File: src/source/motoroPwm_defs.svh
`ifndef MOTORO_PWM_DEFS_SVH
`define MOTORO_PWM_DEFS_SVH

// width of pulse position sums and high-time counts
`define POS_W 16

// width of the PWM period counter
`define PWM_LEN_W 12

// width of the step length and the in-step cycle counter
`define STEP_LEN_W 16

// narrowest pulse the MOSFET driver can follow, in clk cycles
`define PWM_MIN_WIDTH 256

// steps in one full commutation cycle
`define STEPS_PER_CYCLE 12

`endif

File: src/source/motoroPwmPkg.sv
package motoroPwmPkg;

    // why a reload did or did not start a pulse
    typedef enum logic [1:0] {
        skipNone     = 2'd0,
        skipMinLimit = 2'd1,
        skipNoActive = 2'd3
    } skipReason;

    // phase that conducts during the current step
    typedef enum logic [1:0] {
        phaseA    = 2'd0,
        phaseB    = 2'd1,
        phaseC    = 2'd2,
        phaseNone = 2'd3
    } phaseSel;

    // step number within the commutation cycle, 0 to 11
    typedef logic [3:0] stepNum;

endpackage

File: src/source/stepTimingIf.sv
`timescale 1ns/1ps

interface stepTimingIf import motoroPwmPkg::*; ();

    // single-cycle strobes at the two ends of a step
    logic    first1;
    logic    first2;
    logic    last2;
    logic    last1;

    // decoded step state, valid while active is high
    stepNum  step;
    phaseSel phase;
    logic    active;

    modport seq (
        output first1,
        output first2,
        output last2,
        output last1,
        output step,
        output phase,
        output active
    );

    // generators and the loss tracker only listen
    modport user (
        input first1,
        input first2,
        input last2,
        input last1,
        input step,
        input phase,
        input active
    );

endinterface

File: src/source/stepSequencer.sv
`timescale 1ns/1ps

`include "motoroPwm_defs.svh"

module stepSequencer import motoroPwmPkg::*; (
    input  logic                   clk,
    input  logic                   rstN,
    input  logic                   pwmActive,
    input  logic [`STEP_LEN_W-1:0] stepLen,
    stepTimingIf.seq               timing
);

    logic                   activeQ;
    logic [`STEP_LEN_W-1:0] cycleCnt;
    logic [`STEP_LEN_W-1:0] lastIdx;
    logic [`STEP_LEN_W-1:0] last2Idx;
    stepNum                 stepQ;
    phaseSel                phaseDec;
    logic                   stepWrap;
    logic                   cycleWrap;

    assign lastIdx   = stepLen - `STEP_LEN_W'd1;
    assign last2Idx  = stepLen - `STEP_LEN_W'd2;
    assign cycleWrap = (cycleCnt == lastIdx);
    assign stepWrap  = (stepQ == stepNum'(`STEPS_PER_CYCLE - 1));

    always_ff @(posedge clk or negedge rstN) begin
        if (!rstN) begin
            activeQ <= 1'b0;
        end else begin
            activeQ <= pwmActive;
        end
    end

    // counter and step stay at zero until the registered enable is up,
    // so step 0 opens on the first cycle that active is seen high
    always_ff @(posedge clk or negedge rstN) begin
        if (!rstN) begin
            cycleCnt <= '0;
            stepQ    <= '0;
        end else if (!(pwmActive && activeQ)) begin
            cycleCnt <= '0;
            stepQ    <= '0;
        end else if (cycleWrap) begin
            cycleCnt <= '0;
            stepQ    <= stepWrap ? stepNum'(0) : stepQ + stepNum'(1);
        end else begin
            cycleCnt <= cycleCnt + `STEP_LEN_W'd1;
        end
    end

    // four steps per phase, A then B then C
    always_comb begin
        if (!activeQ) begin
            phaseDec = phaseNone;
        end else begin
            case (stepQ)
                4'd0, 4'd1, 4'd2, 4'd3:   phaseDec = phaseA;
                4'd4, 4'd5, 4'd6, 4'd7:   phaseDec = phaseB;
                4'd8, 4'd9, 4'd10, 4'd11: phaseDec = phaseC;
                default:                  phaseDec = phaseNone;
            endcase
        end
    end

    assign timing.first1 = activeQ && (cycleCnt == `STEP_LEN_W'd0);
    assign timing.first2 = activeQ && (cycleCnt == `STEP_LEN_W'd1);
    assign timing.last2  = activeQ && (cycleCnt == last2Idx);
    assign timing.last1  = activeQ && cycleWrap;
    assign timing.step   = stepQ;
    assign timing.phase  = phaseDec;
    assign timing.active = activeQ;

    // shorter steps would make the four strobes overlap
    stepLenMin: assert property (@(posedge clk) disable iff (!rstN)
        activeQ |-> stepLen >= `STEP_LEN_W'd4)
        else $error("step length below 4 while active");

    stepRange: assert property (@(posedge clk) disable iff (!rstN)
        stepQ < stepNum'(`STEPS_PER_CYCLE))
        else $error("step number out of range");

endmodule

File: src/source/phasePwmGen.sv
`timescale 1ns/1ps

`include "motoroPwm_defs.svh"

module phasePwmGen import motoroPwmPkg::*; #(
    parameter phaseSel myPhase = phaseA
) (
    input  logic                  clk,
    input  logic                  rstN,
    stepTimingIf.user             timing,
    input  logic [`PWM_LEN_W-1:0] pwmLenWant,
    input  logic [`POS_W-1:0]     pwmLenPos,
    output logic                  reload,
    output logic                  pwm
);

    logic [`PWM_LEN_W-1:0] periodCnt;
    logic [`POS_W-1:0]     remain;
    logic [`POS_W-1:0]     candSum;
    logic [`POS_W-1:0]     pulseCnt;
    logic                  isMine;
    logic                  cycleEnd;
    logic                  stepTail;
    logic                  pulseLoad;
    skipReason             skip;

    assign isMine = (timing.phase == myPhase);

    // remainder is carried across the whole cycle and dropped after step 11
    assign cycleEnd = timing.last1 && (timing.step == stepNum'(`STEPS_PER_CYCLE - 1));

    // no pulse may start in the last two cycles because the next step may
    // belong to another phase
    assign stepTail = timing.last2 || timing.last1;

    // the period counter restarts at every step start
    always_ff @(posedge clk or negedge rstN) begin
        if (!rstN) begin
            periodCnt <= '0;
        end else if (!timing.active || timing.first1 || periodCnt == `PWM_LEN_W'd1) begin
            periodCnt <= pwmLenWant;
        end else begin
            periodCnt <= periodCnt - `PWM_LEN_W'd1;
        end
    end

    // only the conducting phase reports its reloads
    assign reload = isMine && (timing.first1 || periodCnt == `PWM_LEN_W'd1);

    // wanted width plus whatever earlier skipped periods left behind
    assign candSum = remain + pwmLenPos;

    always_comb begin
        if (!isMine) begin
            skip = skipNoActive;
        end else if (candSum < `POS_W'(`PWM_MIN_WIDTH)) begin
            skip = skipMinLimit;
        end else begin
            skip = skipNone;
        end
    end

    assign pulseLoad = reload && (skip == skipNone) && !stepTail;

    // a too-narrow pulse is not dropped but saved up until the
    // accumulated width is wide enough to drive
    always_ff @(posedge clk or negedge rstN) begin
        if (!rstN) begin
            remain <= '0;
        end else if (!timing.active || cycleEnd) begin
            remain <= '0;
        end else if (reload) begin
            case (skip)
                skipMinLimit: remain <= candSum;
                skipNone:     remain <= '0;
                default:      remain <= remain;
            endcase
        end
    end

    // the pulse counter holds the high time left in the current pulse
    always_ff @(posedge clk or negedge rstN) begin
        if (!rstN) begin
            pulseCnt <= '0;
        end else if (!isMine || stepTail) begin
            pulseCnt <= '0;
        end else if (pulseLoad) begin
            pulseCnt <= candSum;
        end else if (pulseCnt != '0) begin
            pulseCnt <= pulseCnt - `POS_W'd1;
        end
    end

    // output drops at once when the drive is disabled mid-step
    assign pwm = (pulseCnt != '0) && timing.active;

    // phase changes only at step boundaries, and the tail clear must
    // already have emptied the counter by then
    pwmOnlyMine: assert property (@(posedge clk) disable iff (!rstN)
        !isMine |-> !pwm)
        else $error("pwm high while phase is not conducting");

    // every pulse starts from a reload that passed the minimum check
    pulseFullLoad: assert property (@(posedge clk) disable iff (!rstN)
        (pulseCnt != '0 && $past(pulseCnt) == '0) |->
            $past(reload) && $past(skip) == skipNone &&
            pulseCnt >= `POS_W'(`PWM_MIN_WIDTH))
        else $error("pulse started without a full-width reload");

endmodule

File: src/source/lossTracker.sv
`timescale 1ns/1ps

`include "motoroPwm_defs.svh"

module lossTracker import motoroPwmPkg::*; (
    input  logic              clk,
    input  logic              rstN,
    stepTimingIf.user         timing,
    input  logic [`POS_W-1:0] pwmLenPos,
    input  logic              reloadA,
    input  logic              reloadB,
    input  logic              reloadC,
    input  logic              pwmA,
    input  logic              pwmB,
    input  logic              pwmC,
    output logic [`POS_W-1:0] lostStep,
    output logic [`POS_W-1:0] lostSpan
);

    logic              selReload;
    logic              selPwm;
    logic [`POS_W-1:0] wantAcc;
    logic [`POS_W-1:0] realAcc;
    logic [`POS_W-1:0] wantNext;
    logic [`POS_W-1:0] realNext;
    logic [`POS_W-1:0] wantStepQ;
    logic [`POS_W-1:0] realStepQ;
    logic [`POS_W-1:0] wantSpan;
    logic [`POS_W-1:0] realSpan;
    logic              spanStart;

    // windows are half a commutation cycle, steps 0-5 and 6-11
    function automatic logic isWindowStart(input stepNum s);
        return (s == stepNum'(0)) || (s == stepNum'(6));
    endfunction

    // negative differences are folded by inversion, one short of the
    // true magnitude, so the top bit is always clear
    function automatic logic [`POS_W-1:0] lossMag(input logic [`POS_W-1:0] want,
                                                  input logic [`POS_W-1:0] got);
        logic [`POS_W-1:0] diff;
        diff = want - got;
        return diff[`POS_W-1] ? ~diff : diff;
    endfunction

    always_comb begin
        case (timing.phase)
            phaseA: begin
                selReload = reloadA;
                selPwm    = pwmA;
            end
            phaseB: begin
                selReload = reloadB;
                selPwm    = pwmB;
            end
            phaseC: begin
                selReload = reloadC;
                selPwm    = pwmC;
            end
            default: begin
                selReload = 1'b0;
                selPwm    = 1'b0;
            end
        endcase
    end

    assign wantNext  = wantAcc + (selReload ? pwmLenPos : '0);
    assign realNext  = realAcc + `POS_W'(selPwm);
    assign spanStart = isWindowStart(timing.step);

    // the step totals close on last2, so last1 counts toward the next step
    always_ff @(posedge clk or negedge rstN) begin
        if (!rstN) begin
            wantAcc   <= '0;
            realAcc   <= '0;
            wantStepQ <= '0;
            realStepQ <= '0;
            wantSpan  <= '0;
            realSpan  <= '0;
        end else if (!timing.active) begin
            wantAcc   <= '0;
            realAcc   <= '0;
            wantStepQ <= '0;
            realStepQ <= '0;
            wantSpan  <= '0;
            realSpan  <= '0;
        end else if (timing.last2) begin
            wantAcc   <= '0;
            realAcc   <= '0;
            wantStepQ <= wantNext;
            realStepQ <= realNext;
            wantSpan  <= (spanStart ? '0 : wantSpan) + wantNext;
            realSpan  <= (spanStart ? '0 : realSpan) + realNext;
        end else begin
            wantAcc   <= wantNext;
            realAcc   <= realNext;
        end
    end

    // on first2 of steps 0 and 6 the span sums still hold the window just closed
    always_ff @(posedge clk or negedge rstN) begin
        if (!rstN) begin
            lostStep <= '0;
            lostSpan <= '0;
        end else if (timing.first2) begin
            lostStep <= lossMag(wantStepQ, realStepQ);
            if (spanStart) begin
                lostSpan <= lossMag(wantSpan, realSpan);
            end
        end
    end

endmodule

File: src/source/motoroPwmTop.sv
`timescale 1ns/1ps

`include "motoroPwm_defs.svh"

module motoroPwmTop import motoroPwmPkg::*; (
    input  logic                   clk,
    input  logic                   rstN,
    input  logic                   pwmActive,
    input  logic [`STEP_LEN_W-1:0] stepLen,
    input  logic [`PWM_LEN_W-1:0]  pwmLenWant,
    input  logic [`POS_W-1:0]      pwmLenPos,
    output logic                   pwmA,
    output logic                   pwmB,
    output logic                   pwmC,
    output stepNum                 step,
    output logic [`POS_W-1:0]      lostStep,
    output logic [`POS_W-1:0]      lostSpan
);

    logic reloadA;
    logic reloadB;
    logic reloadC;

    stepTimingIf timing ();

    stepSequencer seq_i (
        .clk       (clk),
        .rstN      (rstN),
        .pwmActive (pwmActive),
        .stepLen   (stepLen),
        .timing    (timing.seq)
    );

    // one generator per phase, only the conducting one produces pulses
    phasePwmGen #(.myPhase(phaseA)) genA_i (
        .clk        (clk),
        .rstN       (rstN),
        .timing     (timing.user),
        .pwmLenWant (pwmLenWant),
        .pwmLenPos  (pwmLenPos),
        .reload     (reloadA),
        .pwm        (pwmA)
    );

    phasePwmGen #(.myPhase(phaseB)) genB_i (
        .clk        (clk),
        .rstN       (rstN),
        .timing     (timing.user),
        .pwmLenWant (pwmLenWant),
        .pwmLenPos  (pwmLenPos),
        .reload     (reloadB),
        .pwm        (pwmB)
    );

    phasePwmGen #(.myPhase(phaseC)) genC_i (
        .clk        (clk),
        .rstN       (rstN),
        .timing     (timing.user),
        .pwmLenWant (pwmLenWant),
        .pwmLenPos  (pwmLenPos),
        .reload     (reloadC),
        .pwm        (pwmC)
    );

    lossTracker loss_i (
        .clk       (clk),
        .rstN      (rstN),
        .timing    (timing.user),
        .pwmLenPos (pwmLenPos),
        .reloadA   (reloadA),
        .reloadB   (reloadB),
        .reloadC   (reloadC),
        .pwmA      (pwmA),
        .pwmB      (pwmB),
        .pwmC      (pwmC),
        .lostStep  (lostStep),
        .lostSpan  (lostSpan)
    );

    assign step = timing.step;

endmodule

File: config.mk
export PLATFORM = sky130hd
export DESIGN_NAME = motoroPwmTop
export DESIGN_NICKNAME = d
export VERILOG_FILES = /design/src/source/motoroPwmPkg.sv /design/src/source/stepTimingIf.sv /design/src/source/stepSequencer.sv /design/src/source/phasePwmGen.sv /design/src/source/lossTracker.sv /design/src/source/motoroPwmTop.sv
export VERILOG_INCLUDE_DIRS = /design/src /design/src/source
export SDC_FILE = /design/constraint.sdc
export NUM_CORES = 1
export LEC_CHECK = 0
export BUFFER_PORTS_ARGS = -buffer_cell sky130_fd_sc_hd__buf_2
export CORE_MARGIN = 4
export CORE_UTILIZATION = 51
export DETAILED_ROUTE_END_ITERATION = 8
export HOLD_SLACK_MARGIN = 0.02
export PLACE_DENSITY = 0.75
export SYNTH_ARGS = -nofsm -noshare
export SYNTH_HDL_FRONTEND = slang
export SYNTH_SLANG_ARGS = --single-unit
File: constraint.sdc
create_clock -name clk -period 5.3 [get_ports clk]
set_clock_uncertainty 0.15 [all_clocks]
set_input_delay 0 -clock clk [delete_from_list [all_inputs] [get_ports clk]]
set_output_delay 0 -clock clk [all_outputs]
set_load 0.005 [all_outputs]
Yosys cells after proc, flatten, opt, wreduce, memory -nomap -nowiden
Memories as Yosys holds them, arrays and structs flattened.
Cells that the tools add are included.

cells by class
  $add $sub $neg = 19
  magnitude comparators = 3
  equality and inequality tests = 15
  multiplexer cells = 52
  bitwise operators = 2
  reduce and logical (&&, ||, !) cells = 58

operators by type and width
  kind                   count
  $mux 16                34
  $add 16x16->16         6
  $pmux 16 s2            3
  $sub 16x1->16 const B  4
  $lt 16x9->1 const B    3
  $reduce_bool 16->1     3
  $eq 12x1->1 const B    3
  $mux 12                3
  $sub 12x1->12 const B  3
  $eq 16x16->1           2
  $not 16->16            2
  $sub 16x16->16         2
  $logic_and 1x1->1      18
  $reduce_bool 3->1      6
  $add 16x1->16          1
  $add 16x1->16 const B  1
  $eq 16x1->1 const B    1
  $logic_not 16->1       1
  $sub 16x2->16 const B  1
  $logic_or 1x1->1       13
  $mux 4                 3
  $eq 2x1->1 const B     4
  $logic_not 2->1        4
  $mux 2                 4
  11 further kinds       24

word-level totals
  flip-flop bits (word level) = 281
  memory bits (read-only) = 32
  bits of input ports = 47
  output and inout bits = 39
  word-level logic and storage cells = 170
  memories = 1

memory list
  name              depth  bits a word  rd ports  clocked after memory_dff  wr ports  RTL line             RTL
  (name not given)  16     2            1         0                         0         stepSequencer.sv:57  case (stepQ)

Depth between registers and ports, before layout
  depth after elaboration = 10
  gate-level depth with buffers = 29
  gate-level depth less buffers = 28

Hierarchy
A second synthesis with hierarchy kept.

unflattened totals
  cell total of the unflattened synthesis = 2,298
  area, all modules = 20,938.8 sq um

by module, submodules not included
  module                    times used  cells each  area an instance (sq um)  sequential area each (sq um)
  lossTracker               1           1,011       8,963.6                   3,153.0
  phasePwmGen (genB_i ...)  2           346         3,308.2                   1,101.1
  phasePwmGen (genA_i)      1           328         3,138.0                   1,101.1
  stepSequencer             1           267         2,220.9                   525.5

Worst setup path after synthesis
No wires, ideal clock.

  path kind = register -> register
  start point = reg genB_i.pulseCnt[2]
  end point = reg loss_i.realSpan[14]
  setup time = 0.101 ns
  data arrival time = 5.479 ns
  data required time = 5.049 ns
  setup slack = -0.430 ns
  stages on the path, launching flop included = 27
  path buffers = 1
  clock period less this slack = 5.730 ns
  path through = dfrtp_1 > nor4_1 > nand2_1 > or3_1 > or3_1 > or3_1 > nor3_1 > clkbuf_1 > nor2_1 > a21oi_1 > nor2b_1 > ha_1 > ha_1 > nand3_1 > nor2_1 > and2_1 > nand2_1 > xor2_1 > inv_1 > ha_1 > nand2_1 > o21ai_0 > or3_1 > o211a_1 > o21a_1 > o21a_1 > o32ai_1

between the ends
  word-level cells in the longest chain between the ends = 7

RTL lines
  item                      RTL line           RTL
  start: declaration        phasePwmGen.sv:20  logic [`POS_W-1:0] pulseCnt;
  start signal: assignment  phasePwmGen.sv:88  pulseCnt <= candSum;
  start signal: assignment  phasePwmGen.sv:90  pulseCnt <= pulseCnt - `POS_W'd1;
  $reduce_bool 16->1        phasePwmGen.sv:95  assign pwm = (pulseCnt != '0) && timing.active;
  $logic_and 1x1->1         phasePwmGen.sv:95
  $pmux 1 s3                lossTracker.sv:47  case (timing.phase)
  $add 16x1->16             lossTracker.sv:68  assign realNext = realAcc + `POS_W'(selPwm);
  $add 16x16->16            lossTracker.sv:93  realSpan <= (spanStart ? '0 : realSpan) + realNext;
  $mux 16                   lossTracker.sv:87  end else if (timing.last2) begin
  $mux 16                   lossTracker.sv:80  end else if (!timing.active) begin
  end signal: assignment    lossTracker.sv:93
  end: declaration          lossTracker.sv:29  logic [`POS_W-1:0] realSpan;

Every way passes these cells. The select of a mux whose other input is x is not followed.
A chain may end at the register's enable or synchronous reset.

Worst setup path after layout
Ends and elaborated chain as after synthesis.

==> impl_metrics.yaml <==
final_layout:
  fin_nets: 2526
  syn2layout_area_growth_pct: 17.5
  instances_no_fill: 2863
  diodes: 0
  drive_above_1_share_pct: 15.9
  final_common_cell: "dfrtp_1"
  layout_common_cells: "dfrtp_1 (278), nor2_1 (204), nand2_1 (159)"
  stdcell_area_um2: 22800
die:
  pin_count: 86
  dieArea_um2: 41200
  die_w_um: 203
  core_um2: 37600
  row_count: 71
  start_util_pct: 51.5
  die_height_um: 203
global_route:
  grt.total_usage_pct: 24.1
  grt_pass1_vias: 16600
  grt_pass1_wl_mm: 82.2
  antenna_found_initial: 0
  grt_max_degree: 126
  grt_overflow_total: 0
drt:
  drtIter0Drc: 1198
  drt_pass1_iterations: 5
  met1_length_mm: 22.2
  routed_wl_mm: 51.5
  drc_errors: 0
  routed.top_layer: "met4"
  wl_met3_mm: 3.21
  drtAntennaViolNets: 0
  wl_per_cell_um: 18.0
  viasPerCell: 5.83
  met2_length_mm: 24.5
  vias: 16700
power_and_ir_drop:
  vdd_drop_max_mv: 0.271
  p_leak_uw: 0.0106
  powerDensity_nw_per_um2: 240
synthesis:
  syn_area_um2: 19400
  synth_warnings: 0
  synth_xor_xnor_area_share_pct: 11.5
  synth-simple-area-share_pct: 19.3
  synthCells: 2162
  synthAdderAreaFrac_pct: 9.94
  synth-seq-cells: 279
  synth-edff-count: 0
  synth_top_family_by_area: "simple AND/OR/NAND/NOR gates"
  synth-seq-area-share_pct: 36.1
  synthMuxAreaShare_pct: 1.78
  ys.flop_type: "dfrtp_1"
  yosysUniqueCellTypes: 89
  synth_compound_area_share_pct: 17.1
  avgSynthCellArea_um2: 8.96
  async_reset_ff_share_pct: 100
flow_run:
  max_cap_violations: 0
outcome:
  violations: "negative hold slack"
  outcome: "finished with violations"
min_path:
  hold_path.class: "in2async"
sta:
  fin_ws_ns: 0.0849
  rsz0062_at_grt: "yes"
  whs_ns: -0.0678
  hold_viol_final: 18
  drv_slew: 0
  period_minus_slack_ns: 5.22
  maxSlewHeadroom_pct: 28.0
  timing.final.crit_share_pct: 98.4
  finalSetupViolCount: 0
  max_freq_mhz: 192
  tightestPinTransition_ns: 1.07
placed_design:
  portBuffers: 83
  preCtsSetupSlack_ns: -0.258
  dpl.hpwl_mm: 36.5
  placed_area_um2: 20800
  dp_cells: 2762
  place.gp.congestion: 0.932
clock_tree:
  cts-root-buf: "clkbuf_16"
  clock_sinks: 279
  cts_max_path_buffers: 3
  cts.clk_slew.worst_paths_ns: 0.07
  cts_tree: "yes"
  ctsHtreeMaxLevel: 2
  cts_made_buffers: 34
  clock_latency_ns: 0.55
setup_path:
  worst_setup_path_start_kind: "register"
  path_cells: "nor4_2 > nand2_1 > or3_4 > or3_4 > or3_4 > nor3_4 > nor2_1 > a21oi_1 > nor2b_1 > ha_2 > and3_4 > nand3_4 > nor2_4 > xnor2_1 > inv_1 > ha_4 > a21oi_2 > o21ai_4 > or3_4 > o211a_1 > o21a_1 > o21a_1 > o32ai_2"
  cp-startpoint: "genB_i.pulseCnt[2]"
  end_kind: "register"
  reg2regPathDepth: 23
  arrival_ns: 5.52
  cpMostUsedCell: "or3_4"
  max_stage_delay_ns: 0.38
  crit_fanout: 4
  crit_type: "reg2reg"
  r2r_start: "genB_i.pulseCnt[2]"
  critPathRequiredTime_ns: 5.60
  reg2reg_to: "loss_i.realSpan[14]"
  slowest_stage: "dfrtp_1"
  r2r_slack_ns: 0.08
-- metrics by stage --
step	TNS, ns	util (%)	power, µW
5_1_grt	-0.599	60.6	5680
3_5_place_dp	-0.747	55.2	3000
6_report	0	60.6	5470
4_1_cts	0	59.4	5480
3_3_place_gp	-0.0536	55.2	2970
2_1_floorplan	-0.0647	-	2750
-- repair_timing --
item                                   4_1_cts  5_1_grt
gates cloned                                 0        0
gates resized for setup                     23       73
setup buffers                                9       11
pin swaps                                    8       51
setup endpoints to repair                    6       13
hold buffers                                23        0
endpoints found under the hold margin      203        0
-- worst max-delay path, delay by kind of cell, from the launching register on --
kind / cells / cell delay (ns)
flops: 1 / 0.38
buf+inv: 1 / 0.12
xor+xnor: 1 / 0.22
compound gates: 7 / 1.28
simple gates: 12 / 2.45
fa+ha+maj: 2 / 0.50
-- where the power goes --
part	leakage [µW]	switching (µW)	internal, µW
Sequential	0.00378	55.1	2190
Clock	0.000561	960	1500
Combinational	0.00629	464	301
Total	0.0106	1480	3990
-- per-layer routing --
layer	vias to the layer above	GRT usage (%)
li1	7971	-
met1	8101	32.3
met2	520	40.0
met3	104	4.38
met4	0	7.49
met5	-	0
-- flip-flops by register name, summed over array words and instances (netlist names) --
register             flops
genA_i.periodCnt        12
genA_i.pulseCnt         16
genA_i.remain           16
genB_i.periodCnt        12
genB_i.pulseCnt         16
genB_i.remain           16
genC_i.periodCnt        12
genC_i.pulseCnt         16
genC_i.remain           16
loss_i.lostSpan         15
loss_i.lostStep         15
loss_i.realAcc          16
loss_i.realSpan         16
loss_i.realStepQ        16
loss_i.wantAcc          16
loss_i.wantSpan         16
loss_i.wantStepQ        16
seq_i.cycleCnt          16
seq_i.timing.active      1
seq_i.timing.step        4
-- synth_stat cells, drive strengths merged, types with 39 or more instances --
library cell / count / share of area [%]
dfrtp: 279 / 36
inv: 117 / 2.3
o21ai: 106 / 2.8
and2: 54 / 1.8
nor3: 45 / 1.2
a22o: 39 / 1.8
xnor2: 162 / 7.3
nand3: 55 / 1.4
xor2: 93 / 4.2
nor2: 208 / 4.0
clkbuf: 61 / 1.2
ha: 141 / 9.1
a21oi: 130 / 3.4
nand2: 162 / 3.1
-- kinds of logic after synthesis --
group / after synthesis
other: 1
buffers and inverters: 200
adders and majority gates: 149
and+or+nand+nor: 746
muxes: 34
DFF: 279
AOI/OAI and AO/OA: 498
xor gates and xnor gates: 255
-- cell type report --
cell class	count	area [µm²]
fillers	3116	14800
multi-input cells	1684	12100
flip-flops and latches	279	6980
repair buffers	214	1470
clock buffers	42	931
well taps	511	639
inverters	117	439
clock inverters	16	234
-- worst max path at each step --
stage / endpoint / slack [ns] / depth (start not counted)
2_1_floorplan: loss_i.realSpan[14] / -0.06 / 26
3_3_place_gp: loss_i.realSpan[14] / -0.05 / 25
3_5_place_dp: loss_i.realSpan[15] / -0.26 / 27
4_1_cts: loss_i.realSpan[15] / 0.002 / 27
5_1_grt: loss_i.realSpan[14] / -0.18 / 23
6_report: loss_i.realSpan[14] / 0.08 / 23
No activity file was read; power rests on OpenSTA's default activity.
